$ cat config.mk
export PLATFORM = sky130hd
export DESIGN_NAME = rx_word_packer
export DESIGN_NICKNAME = d
export VERILOG_FILES = /design/src/hdl/rx_queue_pkg.sv /design/src/hdl/rx_queue_fsm_pkg.sv /design/src/hdl/rx_word_packer.sv
export SDC_FILE = /design/constraint.sdc
export NUM_CORES = 1
export LEC_CHECK = 0
export BUFFER_PORTS_ARGS = -buffer_cell sky130_fd_sc_hd__buf_4
export CORE_ASPECT_RATIO = 1.1
export CORE_MARGIN = 8
export CORE_UTILIZATION = 55
export DETAILED_ROUTE_END_ITERATION = 10
export PLACE_DENSITY = 0.84
export SYNTH_ARGS = -nofsm -noshare
export SYNTH_HDL_FRONTEND = slang
export SYNTH_SLANG_ARGS = --single-unit
$ cat constraint.sdc
create_clock -name clk -period 5.2 [get_ports clk]
set_clock_uncertainty 0.2 [all_clocks]
set_input_delay 0.52 -clock clk [delete_from_list [all_inputs] [get_ports clk]]
set_output_delay 0.52 -clock clk [all_outputs]
set_load 0.005 [all_outputs]
$ cat src/hdl/rx_queue_pkg.sv
// ----------------------------------------------------------------------
// data format of the receive queue: word and control widths, packet
// size limits, header field layout and FIFO depths
// referenced by scope from the RTL and the testbench
// ----------------------------------------------------------------------
package rx_queue_pkg;

   // word layout
   localparam int HALF_W = 16;              // one MAC halfword
   localparam int DATA_W = 64;              // one queue word
   localparam int CTRL_W = DATA_W / 8;      // one control bit per byte
   localparam int LANES  = DATA_W / HALF_W; // halfwords per word

   // packet limits
   localparam int MAX_PKT_BYTES = 2048;     // longer is oversize
   localparam int MAX_PKT_WORDS = MAX_PKT_BYTES / CTRL_W;
   localparam int BYTE_CNT_W    = 12;
   localparam int WORD_CNT_W    = 9;

   // fifo sizes, log2 of entries
   localparam int DATA_DEPTH_BITS = 9;      // 512 words, two max packets
   localparam int STAT_DEPTH_BITS = 6;

   // header word
   localparam logic [CTRL_W-1:0] STAGE_NUMBER = '1; // ctrl of a header word
   localparam int HDR_PORT_LSB = 16;        // byte length sits below this
   localparam int HDR_WLEN_LSB = 32;

endpackage

$ cat src/hdl/rx_queue_fsm_pkg.sv
// ----------------------------------------------------------------------
// state encodings for the receive queue writer and reader FSMs
// ----------------------------------------------------------------------
package rx_queue_fsm_pkg;

   // writer on the MAC side
   typedef enum logic [1:0] {
      PACK_IDLE,  // waiting for first halfword
      PACK_RCV,   // packing halfwords into words
      PACK_PAD,   // zero filling the final word
      PACK_DROP   // discarding until mac_last
   } pack_state_t;

   // reader on the output side
   typedef enum logic [1:0] {
      READ_WAIT,    // no status entry yet
      READ_HEADER,  // sending the length/port word
      READ_BODY     // forwarding or discarding words
   } read_state_t;

endpackage

$ cat src/hdl/rx_word_packer.sv
// ----------------------------------------------------------------------
// MAC side writer: packs four halfwords into a 64 bit word plus ctrl,
// zero pads the final word, marks its last byte and writes one status
// entry per packet; drops packets that may not fit or run oversize
// ----------------------------------------------------------------------
module rx_word_packer (
   input  logic                                    clk,
   input  logic                                    reset,
   input  logic                                    mac_valid,
   input  logic [rx_queue_pkg::HALF_W-1:0]         mac_data,
   input  logic                                    mac_last,
   input  logic                                    mac_odd,
   input  logic                                    mac_bad,
   input  logic [rx_queue_pkg::DATA_DEPTH_BITS:0]  data_count,
   input  logic                                    stat_full,
   output logic                                    word_wr,
   output logic [71:0]                             word_data,
   output logic                                    stat_wr,
   output logic [12:0]                             stat_data
);

   localparam int HALF_BYTES = rx_queue_pkg::HALF_W / 8;
   localparam int LAST_LANE  = rx_queue_pkg::LANES - 1;

   rx_queue_fsm_pkg::pack_state_t state, state_nxt;

   logic [rx_queue_pkg::HALF_W-1:0]      lane_q [LAST_LANE]; // first three lanes
   logic [1:0]                           lane;
   logic [rx_queue_pkg::BYTE_CNT_W-1:0]  byte_cnt;           // bytes before this halfword
   logic [rx_queue_pkg::CTRL_W-1:0]      pend_ctrl;          // held across padding
   logic                                 pend_good;
   logic [rx_queue_pkg::BYTE_CNT_W-1:0]  pend_len;

   logic [rx_queue_pkg::DATA_DEPTH_BITS:0] free_words;
   logic                                 room;
   logic                                 take;
   logic                                 over;
   logic [1:0]                           inc;
   logic [rx_queue_pkg::HALF_W-1:0]      hw_in;
   logic [rx_queue_pkg::HALF_W-1:0]      tail;
   logic [rx_queue_pkg::CTRL_W-1:0]      mark;
   logic [rx_queue_pkg::CTRL_W-1:0]      word_ctrl;
   logic                                 end_good;
   logic [rx_queue_pkg::BYTE_CNT_W-1:0]  end_len;
   logic                                 stat_good;
   logic [rx_queue_pkg::BYTE_CNT_W-1:0]  stat_len;

   // ------------------------------------------------------------------
   // admission and per-halfword decode
   // ------------------------------------------------------------------
   assign free_words = (rx_queue_pkg::DATA_DEPTH_BITS + 1)'(2 ** rx_queue_pkg::DATA_DEPTH_BITS)
                       - data_count;
   assign room = (free_words >= (rx_queue_pkg::DATA_DEPTH_BITS + 1)'(rx_queue_pkg::MAX_PKT_WORDS))
                 && !stat_full;
   assign take = mac_valid && ((state == rx_queue_fsm_pkg::PACK_RCV) ||
                               (state == rx_queue_fsm_pkg::PACK_IDLE && room));

   assign inc   = (mac_last && mac_odd) ? 2'd1 : 2'd2;
   assign hw_in = (mac_last && mac_odd) ? {mac_data[15:8], 8'h00} : mac_data; // odd low byte is pad
   // max size is a word multiple, so this only hits in the last lane
   assign over  = !mac_last &&
                  (byte_cnt == rx_queue_pkg::BYTE_CNT_W'(rx_queue_pkg::MAX_PKT_BYTES - HALF_BYTES));
   assign mark  = {1'b1, {(rx_queue_pkg::CTRL_W - 1){1'b0}}} >> {lane, ~(mac_last & mac_odd)};

   assign end_good = mac_last && !mac_bad;
   assign end_len  = over ? rx_queue_pkg::BYTE_CNT_W'(rx_queue_pkg::MAX_PKT_BYTES)
                          : byte_cnt + rx_queue_pkg::BYTE_CNT_W'(inc);

   assign word_data = {word_ctrl, lane_q[0], lane_q[1], lane_q[2], tail};
   assign stat_data = {stat_good, stat_len};

   always_comb begin
      state_nxt = state;
      word_wr   = 1'b0;
      stat_wr   = 1'b0;
      word_ctrl = '0;
      tail      = hw_in;
      stat_good = end_good;
      stat_len  = end_len;
      case (state)
         rx_queue_fsm_pkg::PACK_IDLE, rx_queue_fsm_pkg::PACK_RCV: begin
            if (take) begin
               word_wr = (lane == 2'(LAST_LANE));            // fourth halfword closes word
               if (mac_last || over) begin
                  if (lane == 2'(LAST_LANE)) begin
                     word_ctrl = mark;
                     stat_wr   = 1'b1;
                     state_nxt = over ? rx_queue_fsm_pkg::PACK_DROP
                                      : rx_queue_fsm_pkg::PACK_IDLE;
                  end else begin
                     state_nxt = rx_queue_fsm_pkg::PACK_PAD;
                  end
               end else begin
                  state_nxt = rx_queue_fsm_pkg::PACK_RCV;
               end
            end else if (mac_valid && !mac_last) begin
               state_nxt = rx_queue_fsm_pkg::PACK_DROP; // no room for a max packet
            end
         end
         rx_queue_fsm_pkg::PACK_PAD: begin
            tail      = '0;
            stat_good = pend_good;
            stat_len  = pend_len;
            if (lane == 2'(LAST_LANE)) begin
               word_wr   = 1'b1;
               stat_wr   = 1'b1;
               word_ctrl = pend_ctrl;
               state_nxt = rx_queue_fsm_pkg::PACK_IDLE;
            end
         end
         rx_queue_fsm_pkg::PACK_DROP: begin
            if (mac_valid && mac_last) state_nxt = rx_queue_fsm_pkg::PACK_IDLE;
         end
         default: state_nxt = rx_queue_fsm_pkg::PACK_IDLE;
      endcase
   end

   // ------------------------------------------------------------------
   // control state
   // ------------------------------------------------------------------
   always_ff @(posedge clk) begin
      if (reset) begin
         state    <= rx_queue_fsm_pkg::PACK_IDLE;
         lane     <= '0;
         byte_cnt <= '0;
      end else begin
         state <= state_nxt;
         if (take) begin
            lane     <= lane + 1'b1;                    // wraps after last lane
            byte_cnt <= byte_cnt + rx_queue_pkg::BYTE_CNT_W'(inc);
         end else if (state == rx_queue_fsm_pkg::PACK_PAD) begin
            lane <= lane + 1'b1;
         end
         if (state_nxt == rx_queue_fsm_pkg::PACK_IDLE) begin
            lane     <= '0;
            byte_cnt <= '0;
         end
      end
   end

   // lane payload and pending status
   always_ff @(posedge clk) begin
      if (take && lane != 2'(LAST_LANE)) lane_q[lane] <= hw_in;
      if (state == rx_queue_fsm_pkg::PACK_PAD && lane != 2'(LAST_LANE)) lane_q[lane] <= '0;
      if (take && (mac_last || over)) begin
         pend_ctrl <= mark;
         pend_good <= end_good;
         pend_len  <= end_len;
      end
   end

endmodule

### Yosys cells after proc, flatten, opt, wreduce, memory -nomap -nowiden

Memories as Yosys holds them, arrays and structs flattened.
Cells that the tools add are included.

* order comparisons: 1
* multiplexer cells: 32
* add/subtract/negate cells: 3
* shift-type cells: 1
* bitwise gates (word level): 3
* equal/unequal tests: 6
* reductions and logical operators: 21

Operators by type and width (count)
* 8-bit two-way mux: 5
* 16-bit two-way mux: 2
* 12-bit two-way mux: 2
* 2-bit two-way mux: 10
* 8-bit case mux with 2 select lines: 1
* 12-bit by 2-bit adder with 12-bit output: 1
* 12-bit by 11-bit equality test with 1-bit output, second input constant: 1
* 1-bit logical AND: 11
* 10-bit by 9-bit >= comparator with 1-bit output, second input constant: 1
* 10-bit subtractor, first input constant: 1
* 1-bit two-way mux: 9
* 8-bit by 3-bit >> shifter with 8-bit output, first input constant: 1
* 2-bit equality test, second input constant: 3
* 2-bit case mux with 3 select lines: 1
* 2-bit zero test: 2
* 1-bit case mux with 2 select lines: 2
* 2-bit OR reduction: 2
* 1-bit zero test: 3
* 2-bit by 1-bit adder with 2-bit output, second input constant: 1
* 2-bit by 1-bit equality test with 1-bit output, second input constant: 1
* 1-bit logical OR: 2
* 2-bit != test, second input constant: 1
* 2-bit nonzero test: 1
* 1-bit bitwise AND: 1
* other kinds (2): 2

* bits in writable memories: 48
* memories kept: 1
* output and inout bits: 87
* register bits: 37
* word-level logic and storage cells: 74

Memories
* lane_q: words 3, width 16, rd ports 3, clocked after Yosys merged registers in 0, wr ports 1, line rx_word_packer.sv:27 `logic [rx_queue_pkg::HALF_W-1:0] lane_q [LAST_LANE];`

### Longest topological paths before layout

* word-level depth: 10
* gate-level depth with buffers: 10
* gate-level depth less buffers: 10

### Worst setup path after synthesis

No wires, ideal clock.

* path type: input-to-reg
* start: input port data_count[4] (netlist name)
* end: memory lane_q[0][0] (netlist name) (enable)
* buffers on the path: 2
* arrival: 3.171 ns
* data required time: 4.587 ns
* cell stages on the path: 7
* setup slack: 1.416 ns
* library setup time: 0.413 ns
* cells stage by stage: or4_4 -> o221a_1 -> buf_6 -> nor3_1 -> buf_2 -> nor2_1 -> nor3b_1

* cells in the longest elaborated chain, start to end: 10

RTL lines
* from (decl): line rx_word_packer.sv:14 `input logic [rx_queue_pkg::DATA_DEPTH_BITS:0] data_count,`
* 10-bit subtractor: line rx_word_packer.sv:52 `- data_count;`
* 10-bit by 9-bit >= comparator with 1-bit output: line rx_word_packer.sv:53 `assign room = (free_words >= (rx_queue_pkg::DATA_DEPTH_BITS + 1)'(rx_queue_pkg::MAX_PKT_WORDS))`
* 1-bit logical AND: line rx_word_packer.sv:54 `&& !stat_full;`
* 1-bit logical AND: line rx_word_packer.sv:56 `(state == rx_queue_fsm_pkg::PACK_IDLE && room));`
* 1-bit logical OR: line rx_word_packer.sv:55 `assign take = mac_valid && ((state == rx_queue_fsm_pkg::PACK_RCV) ||`
* 1-bit logical AND: line rx_word_packer.sv:55
* 1-bit logical AND: line rx_word_packer.sv:143 `if (take && lane != 2'(LAST_LANE)) lane_q[lane] <= hw_in;`
* 1-bit two-way mux: line rx_word_packer.sv:143
* 1-bit two-way mux (not written as such): line rx_word_packer.sv:143
* 1-bit OR (no source line)
* to (decl): line rx_word_packer.sv:27

Every way passes these cells.

### Worst setup path in the final report

* start: input port mac_last
* end: output port stat_data[8]

* cells in the longest elaborated chain, start to end: 5
* elaborated cells between the ends (all ways): 7

RTL lines
* from (decl): line rx_word_packer.sv:11 `input logic mac_last,`
* 1-bit logical AND: line rx_word_packer.sv:58 `assign inc = (mac_last && mac_odd) ? 2'd1 : 2'd2;`
* 2-bit two-way mux: line rx_word_packer.sv:58
* 12-bit by 2-bit adder with 12-bit output: line rx_word_packer.sv:67 `: byte_cnt + rx_queue_pkg::BYTE_CNT_W'(inc);`
* 12-bit two-way mux *: line rx_word_packer.sv:66 `assign end_len = over ? rx_queue_pkg::BYTE_CNT_W'(rx_queue_pkg::MAX_PKT_BYTES)`
* 12-bit two-way mux *: line rx_word_packer.sv:80 `case (state)`
* to (decl): line rx_word_packer.sv:19 `output logic [12:0] stat_data`

Mark *: on every way between the ends. The rest lies on a longest branch, timed or not.

==> flow_summary.yaml <==
status:
  status: "finished clean"
timing:
  fin_setup_tns_ns: 0
  drv_slew: 0
  fin_crit_sh: 0.737
  fin_crit_ns: 3.83
  fin_hold_ws_ns: 0.266
  worst_pin_slew_ns: 1.12
  rsz0062_at_grt: "false"
  max_freq_mhz: 261
  hold_violations: 0
  finalSetupViolations: 0
  relSlewSlack: 0.252
floorplan:
  die_h_um: 106
  die-width_um: 97.5
  die_area_mm2: 0.0103
  start_util: 0.570
  coreArea_mm2: 0.00705
  ioPinCount: 120
  rows: 32
hold_path:
  hp-class: "in2reg"
  min_from: "mac_bad"
cells_and_area:
  register_area_mm2: 0.00239
  syn2layout_area_growth_pct: 28.4
  multi_input_area_mm2: 0.00150
  drive_above_1_share: 0.355
  final_nets: 502
  n_antenna_cell: 0
  fillers: 498
  fin_area_mm2: 0.00516
route:
  dr.pass1.iters: 4
  drt_iter0_drc: 133
  vias: 3144
  avgViaCountPerCell: 5.70
  wl_um: 10700
  drtAntennaViolNets: 0
  drc: 0
  wl_per_cell_um: 19.4
cts:
  numCtsBuffers: 9
  postCtsHoldBufs: 0
  h-tree-depth: 3
  postCtsSetupBuffers: 0
  clk_latency_ns: 0.34
  cts_root_buf: "clkbuf_8"
  clock-sinks: 85
  clockBufferDepth: 2
  tritoncts: "yes"
  cts_resized: 0
  path_clk_slew_ns: 0.08
placement:
  dp_hpwl_um: 8020
  port-buffer-count: 119
  placed_cell_area_mm2: 0.00499
  gp_congestion: 0.876
logic_synthesis:
  yosysTopAreaCell: "edfxtp_1"
  synth_edf_count: 69
  ys_ff_latch: 85
  synth_most_common_cell: "edfxtp_1"
  yosysSeqAreaShare: 0.595
  synth.cell_area_mm2: 0.00402
  syn_inst: 345
  avgSynthCellArea_um2: 11.7
  syn_nets: 385
  ys.flop_type: "edfxtp_1"
  synthTopCellsByCount: "69 x edfxtp_1, 40 x nor2_1, 35 x nand2_1"
  ys_warn_count: 0
  synthTopCellsByArea: "edfxtp_1 52%, dfxtp_1 8.0%, nor2_1 3.7%"
  synth_cell_types: 56
  synth.top_cell.area_share: 0.515
  synthArstFlopShare: 0
worst_setup_path:
  end_kind: "output pin"
  setup.worst_path.start: "mac_last"
  crit_fanout: 14
  timing.rr.start: "state[0]"
  cp.arrival_ns: 3.11
  required_ns: 4.48
  rrSetupSlack_ns: 2.47
  crit_path_start_kind: "input pin"
  path_class: "in2out"
global_routing:
  grt_pass1_wl_um: 16700
  antenna_found_initial: 0
  grt_max_degree: 43
  grt_pass1_vias: 3169
  grt_overflow: 0
  track_usage: 0.200
power_and_ir_drop:
  pwr_density_cell_mw_per_mm2: 294
  power_leakage_uw: 0.00205
  peakVddDrop_v: 0.000228
run:
  cap_violations: 0
==> cells by family after synthesis <==
logic type | synth area share
flip-flops | 0.595
adder cells (fa/ha/maj) | 0.0237
XOR/XNOR | 0.0370
AO/OA/AOI/OAI | 0.111
AND/OR/NAND/NOR | 0.182
multiplexers | 0.0134
buffers and inverters | 0.0377
==> report_power, final <==
group	leakage (uW)	internal (uW)	total (uW)	switching, uW
combinational	0.00119	126	287	160
clock	0.0000878	175	416	241
sequential	0.000772	795	817	22.5
==> metrics by stage <==
step | setup WS (ns) | util | std cells | power (uW)
after floorplan | 1.42 | - | 345 | 970
after global placement | 1.44 | 0.708 | 536 | 1110
after detailed placement | 1.35 | 0.708 | 536 | 1120
after CTS | 1.34 | 0.733 | 552 | 1530
after global routing | 1.15 | 0.733 | 552 | 1590
final | 1.37 | 0.733 | 552 | 1520
==> cell type report <==
class / count / area share
inverter: 11 / 0.00800
multi-input combinational: 228 / 0.290
clock inverter: 7 / 0.00921
timing repair buffer: 127 / 0.185
sequential: 85 / 0.463
clock buffer: 9 / 0.0240
tap: 85 / 0.0206
==> worst max-delay path: stages <==
cell     delay, ns
buf_4         0.11
nand2_1       0.32
inv_1         0.34
ha_1          0.23
inv_1         0.05
fa_1          0.41
and3b_1       0.32
nand3_1       0.18
nor2_1        0.20
xnor2_1       0.10
o31ai_1       0.19
buf_4         0.15
==> final timing paths <==
check                               endpoint  depth (start not counted)
worst max-delay path            stat_data[8]                         12
worst min-delay path               pend_good                          2
worst max register to register  lane_q[0][6]                          7
worst min register to register   byte_cnt[1]                          2
==> flip-flops by register name (all words and copies together) (netlist names) <==
name	flops
byte_cnt	12
pend_ctrl	8
pend_good	1
state	2
lane	2
pend_len	12
lane_q	48
==> cells in the final DEF, fill, tap and decap left out, drive strengths merged, types with 3 or more instances in the layout <==
| cell type | netlist | routed |
|---|---|---|
| buf | 9 | 127 |
| edfxtp | 69 | 69 |
| nor2 | 40 | 40 |
| nand2 | 35 | 35 |
| nor2b | 22 | 22 |
| dfxtp | 16 | 16 |
| inv | 11 | 14 |
| a21oi | 12 | 12 |
| o31ai | 11 | 11 |
| xnor2 | 10 | 10 |
| clkbuf | 12 | 9 |
| nor4 | 8 | 8 |
| o21ai | 8 | 8 |
| xor2 | 7 | 7 |
| nand4 | 6 | 6 |
| ha | 6 | 6 |
| nor3 | 5 | 5 |
| nand3 | 5 | 5 |
| a32o | 5 | 5 |
| and4 | 4 | 4 |
| nor3b | 4 | 4 |
| nand2b | 3 | 3 |
| mux2 | 3 | 3 |
| a22oi | 3 | 3 |
| clkinv | 0 | 3 |
==> per-layer routing <==
layer	part of all wire	track usage	vias up
li1	-	-	1497
met1	0.40	0.227	1498
met2	0.51	0.348	139
met3	0.075	0.0575	10
met4	0.0095	0.0726	0
met5	0	0	-
Power figures use the tool's default switching activity.
