**src/hdl/sync_fifo.sv**
```systemverilog
// ----------------------------------------------------------------------
// single clock first-word-fall-through FIFO with a fill count
// head entry shows on dout whenever empty is low, rd_en pops it
// ----------------------------------------------------------------------
module sync_fifo #(
   parameter int WIDTH      = 8,
   parameter int DEPTH_BITS = 4
) (
   input  logic                  clk,
   input  logic                  reset,
   input  logic                  wr_en,
   input  logic [WIDTH-1:0]      din,
   input  logic                  rd_en,
   output logic [WIDTH-1:0]      dout,
   output logic                  empty,
   output logic                  full,
   output logic [DEPTH_BITS:0]   count
);

   localparam int DEPTH = 2 ** DEPTH_BITS;

   logic [WIDTH-1:0]      mem [DEPTH];
   logic [DEPTH_BITS-1:0] wr_ptr;
   logic [DEPTH_BITS-1:0] rd_ptr;
   logic                  do_wr;
   logic                  do_rd;

   assign do_wr = wr_en && !full;   // writes into a full fifo are lost
   assign do_rd = rd_en && !empty;

   assign empty = (count == '0);
   assign full  = (count == (DEPTH_BITS + 1)'(DEPTH));
   assign dout  = mem[rd_ptr];      // fall-through head

   always_ff @(posedge clk) begin
      if (do_wr) mem[wr_ptr] <= din;
   end

   always_ff @(posedge clk) begin
      if (reset) begin
         wr_ptr <= '0;
         rd_ptr <= '0;
         count  <= '0;
      end else begin
         if (do_wr) wr_ptr <= wr_ptr + 1'b1; // pointers wrap at DEPTH
         if (do_rd) rd_ptr <= rd_ptr + 1'b1;
         case ({do_wr, do_rd})
            2'b10:   count <= count + 1'b1;
            2'b01:   count <= count - 1'b1;
            default: count <= count;         // idle or both at once
         endcase
      end
   end

endmodule

```
**config.mk**
```make
export PLATFORM = sky130hd
export DESIGN_NAME = sync_fifo
export DESIGN_NICKNAME = d
export VERILOG_FILES = /design/src/hdl/sync_fifo.sv
export SDC_FILE = /design/constraint.sdc
export NUM_CORES = 1
export LEC_CHECK = 0
export ABC_AREA = 1
export BUFFER_PORTS_ARGS = -buffer_cell sky130_fd_sc_hd__buf_4
export CORE_MARGIN = 4
export CORE_UTILIZATION = 60
export DETAILED_ROUTE_END_ITERATION = 16
export PLACE_DENSITY = 0.78
export SETUP_SLACK_MARGIN = 0.5
export SYNTH_ARGS = -nofsm -noshare
export SYNTH_HDL_FRONTEND = slang
export SYNTH_SLANG_ARGS = --single-unit
```
**constraint.sdc**
```tcl
create_clock -name clk -period 4.3 [get_ports clk]
set_clock_uncertainty 0.15 [all_clocks]
set_input_delay 0.215 -clock clk [delete_from_list [all_inputs] [get_ports clk]]
set_output_delay 0.215 -clock clk [all_outputs]
set_load 0.05 [all_outputs]
```
Word-level counts from Yosys, hierarchy flattened
Memory sizes are Yosys's and may differ from the RTL's. A register that Yosys moved wholly into a read port is not among the register bits.
Cells that the tools add are included.
- bits in writable memories: 128
- output and inout port bits: 15
- memories kept: 1
- register bits: 13
- word-level logic and storage cells: 22
- reductions and logical operators: 6
- eq/ne operators: 3
- multiplexer cells: 5
- $add $sub $neg: 4
- memories (name ; words ; width ; read ports ; clocked after memory_dff ; wr ports ; line ; RTL):
    mem ; 16 ; 8 ; 1 ; 1 ; 1 ; 22 ; logic [WIDTH-1:0] mem [DEPTH];
- operator list (operator ; count):
    $pmux 5 s2 ; 1
    $add 4x1->4 const B ; 2
    $mux 4 ; 2
    $add 5x1->5 const B ; 1
    $eq 5x5->1 const B ; 1
    $logic_not 5->1 ; 1
    $sub 5x1->5 const B ; 1
    $eq 2x1->1 const B ; 1
    $eq 2x2->1 const B ; 1
    $logic_and 1x1->1 ; 2
    $logic_not 1->1 ; 2
    $mux 1 ; 2
    $reduce_bool 2->1 ; 1

Depth between registers and ports, before layout
Gate-level depths: netlist (run 1).
- word-level depth: 5
- gate-level depth with buffers: 14
- mapped depth without buffers: 14

Least setup slack after synthesis (run 1)
Ideal clock, no wire load.
- path type: register to register
- from: reg count[2]
- to: reg count[2]
- data required time: 4035 ps
- library setup time: 115 ps
- clock period less this slack: 2417 ps
- arrival: 2152 ps
- stages on the path, launching flop included: 12
- path slack: 1883 ps
- cell sequence: dfxtp_1 > nor2_2 > nand3_2 > nand2_4 > ha_1 > xor2_1 > ha_1 > inv_1 > nand2_4 > xor2_1 > o21ai_0 > inv_1
- word-level cells in the longest chain between the ends: 5
- ends and longest elaborated chain (what ; line ; RTL):
    from (decl) ; 17 ; output logic [DEPTH_BITS:0] count
    from (signal assigned) ; 48 ; 2'b10: count <= count + 1'b1;
    from (signal assigned) ; 49 ; 2'b01: count <= count - 1'b1;
    from (signal assigned) ; 50 ; default: count <= count;
    $eq 5x5->1 / $logic_not 5->1 (equally long branches) ; 32, 31 ;
    $logic_not 1->1 (on tied branches) ; 28, 29 ;
    $logic_and 1x1->1 (on tied branches) ; 28, 29 ;
    $eq 2x1->1 / $eq 2x2->1 (equally long branches) ; 47 ; case ({do_wr, do_rd})
    $pmux 5 s2 / $reduce_bool 2->1 (equally long branches) ; - ;
Parallel ways exist; a longest one is shown, timed or not.
A chain may end at the register's enable or synchronous reset.

==> impl_metrics.sql, run 1 <==
INSERT INTO impl_metrics (metric_group, metric, value, unit) VALUES
('run_status', 'run_status', 'completed', ''),
('die', 'die_width', '109', 'µm'),
('synth', 'number_of_distinct_library_cells_after_synthesis', '29', ''),
('grt', 'grt_antenna_before_repair', '0', ''),
('die', 'initial_utilization', '62.1', '%'),
('cts', 'clkLatencyLatePin', '0.52', 'ns'),
('cts', 'clk_pin_slew_worst_paths', '0.07', 'ns'),
('cts', 'clkSinkCount', '145', ''),
('timing', 'timing_worst_slew_pin_value', '1.09', 'ns'),
('synth', 'synthAdderAreaFrac', '1.64', '%'),
('detailed_routing', 'drtPass1Iterations', '5', ''),
('grt', 'groute.layer.met1.usage', '31.5', '%'),
('die', 'core_region_area', '0.00982', 'mm²'),
('worst_setup_path', 'path_max_fanout', '96', ''),
('synth', 'syn-num-nets', '498', ''),
('synth', 'postSynthRegisterBits', '145', ''),
('cts', 'cts_buffer_depth', '2', ''),
('detailed_routing', 'wl_per_cell', '19.9', 'µm'),
('run', 'max_cap_viol_count', '0', ''),
('final_layout', 'mostFrequentLayoutCells', 'edfxtp_1, inv_1, o21ai_0', ''),
('timing', 'setup_viol_count_final', '0', ''),
('final_layout', 'synthToLayoutAreaGrowth', '15.3', '%'),
('final_layout', 'drive_gt1_share', '14.1', '%'),
('grt', 'grt_most_used_layer', 'met2', ''),
('cts', 'cts-buffers-inserted', '17', ''),
('timing', 'period_utilization_post_route', '70.4', '%'),
('detailed_routing', 'drtAntennaViolNets', '0', ''),
('synth', 'synth_simple_gate_area_share', '6.89', '%'),
('synth', 'post_synthesis_compound_gate_area_fraction', '11.3', '%'),
('power_and_ir_drop', 'worst_ir_drop_vdd', '0.000511', 'V'),
('grt', 'global_route_wire_length_before_repair', '20.5', 'mm'),
('grt', 'overflow', '0', ''),
('die', 'floorplan.io_pins', '27', ''),
('grt', 'globalRouteTotalUtil', '24.1', '%'),
('final_layout', 'post-route-util', '71.6', '%'),
('worst_setup_path', 'worst_setup_path_end_kind', 'output port', ''),
('hold_path', 'hold_path_depth', '3', ''),
('place', 'buffer_ports.inserted', '26', ''),
('detailed_routing', 'via_density_per_instance', '5.81', ''),
('worst_setup_path', 'timing.critical_path.required', '3.93', 'ns'),
('final_layout', 'layout.cells.most_common', 'edfxtp_1', ''),
('grt', 'number_of_global_route_vias_before_repair', '3780', ''),
('timing', 'max_freq', '330', 'MHz'),
('power_and_ir_drop', 'power_leakage', '2.54', 'nW'),
('timing', 'setup-tns-final', '0', 'ns'),
('final_layout', 'antennaDiodeCount', '0', ''),
('place', 'place_congestion', '0.860', ''),
('worst_setup_path', 'timing_worst_setup_path_type', 'flip-flop to output port', ''),
('place', 'dp.final_hpwl', '8.28', 'mm'),
('grt', 'grt_use_met2', '38.3', '%'),
('grt', 'gr_met3_demand_resource', '5.57', '%'),
('die', 'die-area', '0.0118', 'mm²'),
('timing', 'final-hold-violation-count', '0', ''),
('die', 'rows', '36', ''),
('timing', 'timing_max_transition_violations_final', '0', ''),
('synth', 'synth_area', '0.00610', 'mm²'),
('power_and_ir_drop', 'cellPowerDensity', '619', 'mW/mm²'),
('synth', 'synthMuxAreaShare', '5.25', '%'),
('die', 'die_y', '109', 'µm'),
('worst_setup_path', 'reg2regPathDepth', '12', ''),
('cts', 'post_cts.resized_instances', '0', ''),
('cts', 'cts_root_buf', 'clkbuf_8', ''),
('synth', 'xor_and_xnor_fraction_of_the_mapped_netlist_area', '0.841', '%'),
('final_layout', 'fin_nets', '533', ''),
('timing', 'max-slew-margin-rel', '27.0', '%'),
('detailed_routing', 'drc', '0', ''),
('grt', 'grt_max_degree', '97', ''),
('detailed_routing', 'num_vias', '3832', ''),
('synth', 'synthesis.area_per_instance', '12.8', 'µm²'),
('cts', 'cts_tree', 'yes', ''),
('detailed_routing', 'initialDrtViolationCount', '363', ''),
('synth', 'largest_family_of_logic_cells_by_synthesized_area', 'compound AO/OA/AOI/OAI gates', ''),
('synth', 'ys.warnings.count', '0', ''),
('cts', 'cts.htree.levels', '4', ''),
('synth', 'synth_sequential_area_ratio', '68.6', '%'),
('worst_setup_path', 'cp_data_arrival_time', '2.66', 'ns'),
('timing', 'grt_setup_unrepaired', 'false', ''),
('synth', 'syn-instance-count', '478', ''),
('detailed_routing', 'routed_wl', '13.1', 'mm'),
('hold_path', 'hp-class', 'primary input to flip-flop', ''),
('worst_setup_path', 'setup.worst_path.start_class', 'flip-flop', ''),
('timing', 'timing.final.crit_period', '3.03', 'ns');
-- state kept, by name (all words and copies together) (netlist names), named ones only --
name / flops
count: 5
mem: 128
rd_ptr: 4
wr_ptr: 4
-- through the flow --
step           cell area, µm²  std cells  total power [W]  hold WS (ns)  worst slack, ns
6_report                 7030        659          0.00435         0.356             1.27
5_1_grt                  7030        659          0.00455         0.369             1.11
4_1_cts                  7030        659          0.00436         0.307             1.28
3_5_place_dp             6360        616          0.00297         0.308             1.85
3_3_place_gp             6360        616          0.00294         0.306             1.88
2_1_floorplan            6100        478          0.00265         0.134             1.88
-- what timing repair did --
| action | 4_1_cts | 5_1_grt |
|---|---|---|
| buffers inserted | 0 | 0 |
| hold endpoints to repair | 140 | 0 |
| hold buffers | 11 | 0 |
-- cell families (layout without fill, tap and decap cells) --
family	after synthesis	after routing
flops	145	145
compound gates	120	120
simple gates	88	88
buf+inv	80	128
mux	32	32
fa+ha+maj	8	8
xor+xnor	5	5
-- critical path: stages, from the launching register on --
cell and delay [ns]:
dfxtp_4 1.07, mux2i_1 0.38, o21ai_0 0.14, o211ai_1 0.22, nand2_1 0.10, buf_4 0.20
-- routing by layer --
metal  up-vias  part of all wire [%]
met5         -                     0
met4         0                   3.3
met3        36                   7.1
met2       147                    49
met1      1856                    41
li1       1793                     -
-- layout make-up --
cell class | count | area [µm²]
inverter | 58 | 223
timing repair buffer | 38 | 313
sequential | 145 | 4190
clock buffer | 17 | 414
fill | 678 | 2790
clock inverter | 15 | 150
tap | 133 | 166
multi-input combinational | 253 | 1580
-- synthesized netlist by cell type (all sizes together) --
master	count	area share (%)
o21ai	47	3.9
clkbuf	10	0.62
a31o	1	0.14
nor2	35	2.3
edfxtp	128	63
nand2	30	2.3
a21oi	40	3.3
xor2	5	0.84
buf	12	1.2
nand4	5	0.51
dfxtp	17	5.6
mux2i	32	5.3
ha	8	1.6
o211ai	32	3.9
nand3	18	1.8
inv	58	3.7
-- report_power, final --
part / leakage [nW] / switching (W) / total (W) / internal (W)
combinational: 0.974 / 0.000798 / 0.00119 / 0.000395
sequential: 1.30 / 0.000156 / 0.00177 / 0.00161
clock: 0.266 / 0.000608 / 0.00139 / 0.000786
total: 2.54 / 0.00156 / 0.00435 / 0.00279
-- final timing paths --
| path | from | endpoint | slack, ns |
|---|---|---|---|
| worst max-delay path | flip-flop | dout[7] | 1.27 |
| worst min-delay path | reset | count[0] | 0.36 |
| worst max register to register | count[2] | count[2] | 2.00 |
| worst min register to register | rd_ptr[2] | rd_ptr[2] | 0.36 |
No activity file was read; power rests on OpenSTA's default activity.
==> inputs of run 2 (changes only) <==
Settings changed: CORE_UTILIZATION 60 to 55, PLACE_DENSITY 0.78 to 0.75.
Clock period 4.3 ns to 2.6 ns, I/O delays scaled along.
==> run 2 against run 1 <==
  * Sequential share of layout area is 4.4 points lower
  * Critical path type unchanged
  * Die area is 8.4% higher
  * Worst setup slack worse by 0.94 ns
  * Routed wire length is 9.1% higher
  * Critical path depth is 2 higher
  * Clock-buffer cell count is 1 higher
  * Sequential cell count stayed put
  * Critical endpoint is now dout[6]
  * Register-to-register slack worse by 1.5 ns
==> impl_metrics.sql, run 2 (same netlist as run 1, synthesis figures left out) <==
INSERT INTO impl_metrics (metric_group, metric, value, unit) VALUES
('final_layout', 'largest_register_ffs', '128', ''),
('final_layout', 'mostFrequentLayoutCells', 'edfxtp_1, inv_1, buf_4', ''),
('hold_path', 'hp-class', 'primary input to flip-flop', ''),
('detailed_routing', 'via_density_per_instance', '5.73', ''),
('detailed_routing', 'num_vias', '4040', ''),
('timing', 'max_freq', '440', 'MHz'),
('detailed_routing', 'drc', '0', ''),
('final_layout', 'drive_gt1_share', '23.0', '%'),
('die', 'floorplan.io_pins', '27', ''),
('grt', 'overflow', '0', ''),
('detailed_routing', 'initialDrtViolationCount', '379', ''),
('worst_setup_path', 'timing_worst_setup_path_type', 'flip-flop to output port', ''),
('final_layout', 'largest_register', 'mem', ''),
('worst_setup_path', 'timing.critical_path.required', '2.32', 'ns'),
('worst_setup_path', 'path_buf_inv', '3', ''),
('cts', 'cts-buffers-inserted', '17', ''),
('timing', 'period_utilization_post_route', '87.4', '%'),
('worst_setup_path', 'worst_path_largest_cell_delay', '0.38', 'ns'),
('cts', 'cts_buffer_depth', '2', ''),
('detailed_routing', 'routed_wl', '14.3', 'mm'),
('worst_setup_path', 'path_max_fanout', '17', ''),
('power_and_ir_drop', 'power.share.clock', '31.6', '%'),
('timing', 'grt_setup_unrepaired', 'true', ''),
('cts', 'clk_pin_slew_worst_paths', '0.06', 'ns'),
('worst_setup_path', 'worst_setup_path_end_kind', 'output port', ''),
('power_and_ir_drop', 'p_sw_share', '32.9', '%'),
('die', 'rows', '38', ''),
('detailed_routing', 'drtAntennaViolNets', '0', ''),
('final_layout', 'layout.cells.most_common', 'edfxtp_1', ''),
('cts', 'cts_root_buf', 'clkbuf_8', ''),
('run', 'max_cap_viol_count', '0', ''),
('final_layout', 'n_fill_cell', '707', ''),
('power_and_ir_drop', 'cellPowerDensity', '1040', 'mW/mm²'),
('timing', 'final-hold-violation-count', '0', ''),
('timing', 'timing_max_transition_violations_final', '0', ''),
('worst_setup_path', 'path_cells', 'buf_12 > buf_12 > mux2i_1 > o211ai_1 > nand3_1 > nand2_2 > buf_6', ''),
('final_layout', 'post-route-util', '70.4', '%'),
('place', 'buffer_ports.inserted', '26', ''),
('power_and_ir_drop', 'seq_power_share', '35.4', '%'),
('worst_setup_path', 'cp_data_arrival_time', '1.99', 'ns'),
('timing', 'timing_worst_slew_pin_value', '0.510', 'ns'),
('timing', 'timing.final.crit_period', '2.27', 'ns'),
('cts', 'clkLatencyLatePin', '0.51', 'ns'),
('power_and_ir_drop', 'worst_ir_drop_vdd', '0.000902', 'V'),
('timing', 'setup-tns-final', '0', 'ns'),
('power_and_ir_drop', 'power_leakage', '2.85', 'nW'),
('timing', 'max-slew-margin-rel', '66.0', '%'),
('cts', 'cts.htree.levels', '4', ''),
('power_and_ir_drop', 'comb_power_share', '33.0', '%'),
('die', 'core_region_area', '0.0108', 'mm²'),
('place', 'dp.final_hpwl', '8.32', 'mm'),
('worst_setup_path', 'worst_path_dominant_cell_family', 'buffers and inverters', ''),
('power_and_ir_drop', 'power.internal', '0.00535', 'W'),
('grt', 'grt_antenna_before_repair', '0', ''),
('grt', 'global_route_wire_length_before_repair', '22.5', 'mm'),
('worst_setup_path', 'setup.worst_path.start_class', 'flip-flop', ''),
('grt', 'grt_max_degree', '35', ''),
('final_layout', 'fin_nets', '573', ''),
('grt', 'globalRouteTotalUtil', '23.7', '%'),
('detailed_routing', 'wl_per_cell', '20.3', 'µm'),
('detailed_routing', 'drtPass1Iterations', '5', ''),
('final_layout', 'multiInputGateArea', '0.00166', 'mm²'),
('worst_setup_path', 'slowest_stage_cell_on_the_critical_path', 'dfxtp_4', ''),
('grt', 'number_of_global_route_vias_before_repair', '4148', ''),
('place', 'place_congestion', '0.856', ''),
('final_layout', 'antennaDiodeCount', '0', ''),
('run_status', 'run_status', 'completed', ''),
('cts', 'cts_tree', 'yes', ''),
('timing', 'worst_slack', '0.327', 'ns'),
('power_and_ir_drop', 'switching_power', '0.00262', 'W'),
('die', 'die_y', '113', 'µm'),
('die', 'die_width', '113', 'µm'),
('final_layout', 'synthToLayoutAreaGrowth', '25.2', '%'),
('die', 'initial_utilization', '56.3', '%'),
('die', 'die-area', '0.0128', 'mm²'),
('place', 'dp_slack', '0.481', 'ns'),
('cts', 'clkSinkCount', '145', ''),
('timing', 'hold_ws', '0.241', 'ns'),
('final_layout', 'reg_top3', 'mem: 128 flops, count: 5 flops', ''),
('final_layout', 'area.sequential', '0.00421', 'mm²'),
('timing', 'setup_viol_count_final', '0', ''),
('worst_setup_path', 'critical-path-top-cell-by-count', 'buf_12', '');
run 2: final timing paths:
check | from | to | slack, ns | cells after the start
setup / recovery | flip-flop | dout[6] | 0.33 | 7
hold / removal | reset | count[0] | 0.24 | 3
setup reg to reg | count[2] | count[4] | 0.55 | 13
hold reg to reg | rd_ptr[2] | rd_ptr[2] | 0.37 | 2
run 2: per-layer routing:
layer  track usage [%]  wire length [µm]
met1              29.7              5570
met2              39.8              7410
met3              6.10               978
met4              8.89               378
met5                 0                 0
run 2: repair_timing:
| item | CTS | global route |
|---|---|---|
| buffers inserted | 9 | 6 |
| pin swaps | 15 | 23 |
| gates resized for setup | 30 | 21 |
| setup endpoints to repair | 9 | 10 |
| cloned | 1 | 0 |
| hold endpoints to repair | 145 | 0 |
| hold buffers | 12 | 0 |
run 2: tightest hold or removal path, cell delays in order:
cell and delay (ns):
dlygate4sd3_1 0.53, buf_4 0.15, nor2_1 0.05
run 2: metrics by stage:
stage | instance area, µm² | total power [W] | std cells
detailed placement | 6580 | 0.00501 | 646
global route | 7630 | 0.00833 | 705
floorplan | 6120 | 0.00441 | 478
global placement | 6580 | 0.00494 | 646
finish | 7630 | 0.00797 | 705
CTS | 7520 | 0.00782 | 699
run 2: power groups by stage:
stage,registers [W],logic [W],clock network (W)
after floorplan,0.00295,0.00147,0
after global placement,0.00289,0.00205,0
after detailed placement,0.00290,0.00211,0
after CTS,0.00281,0.00246,0.00254
after global routing,0.00284,0.00283,0.00267
final,0.00282,0.00263,0.00252
run 2: cell type report:
type,instances,share of cell area (%)
inverters,58,2.95
flip-flops and latches,145,55.1
repair buffers,78,9.88
multi-input cells,253,21.8
well taps,140,2.29
clock inverters,13,2.52
clock buffers,18,5.47
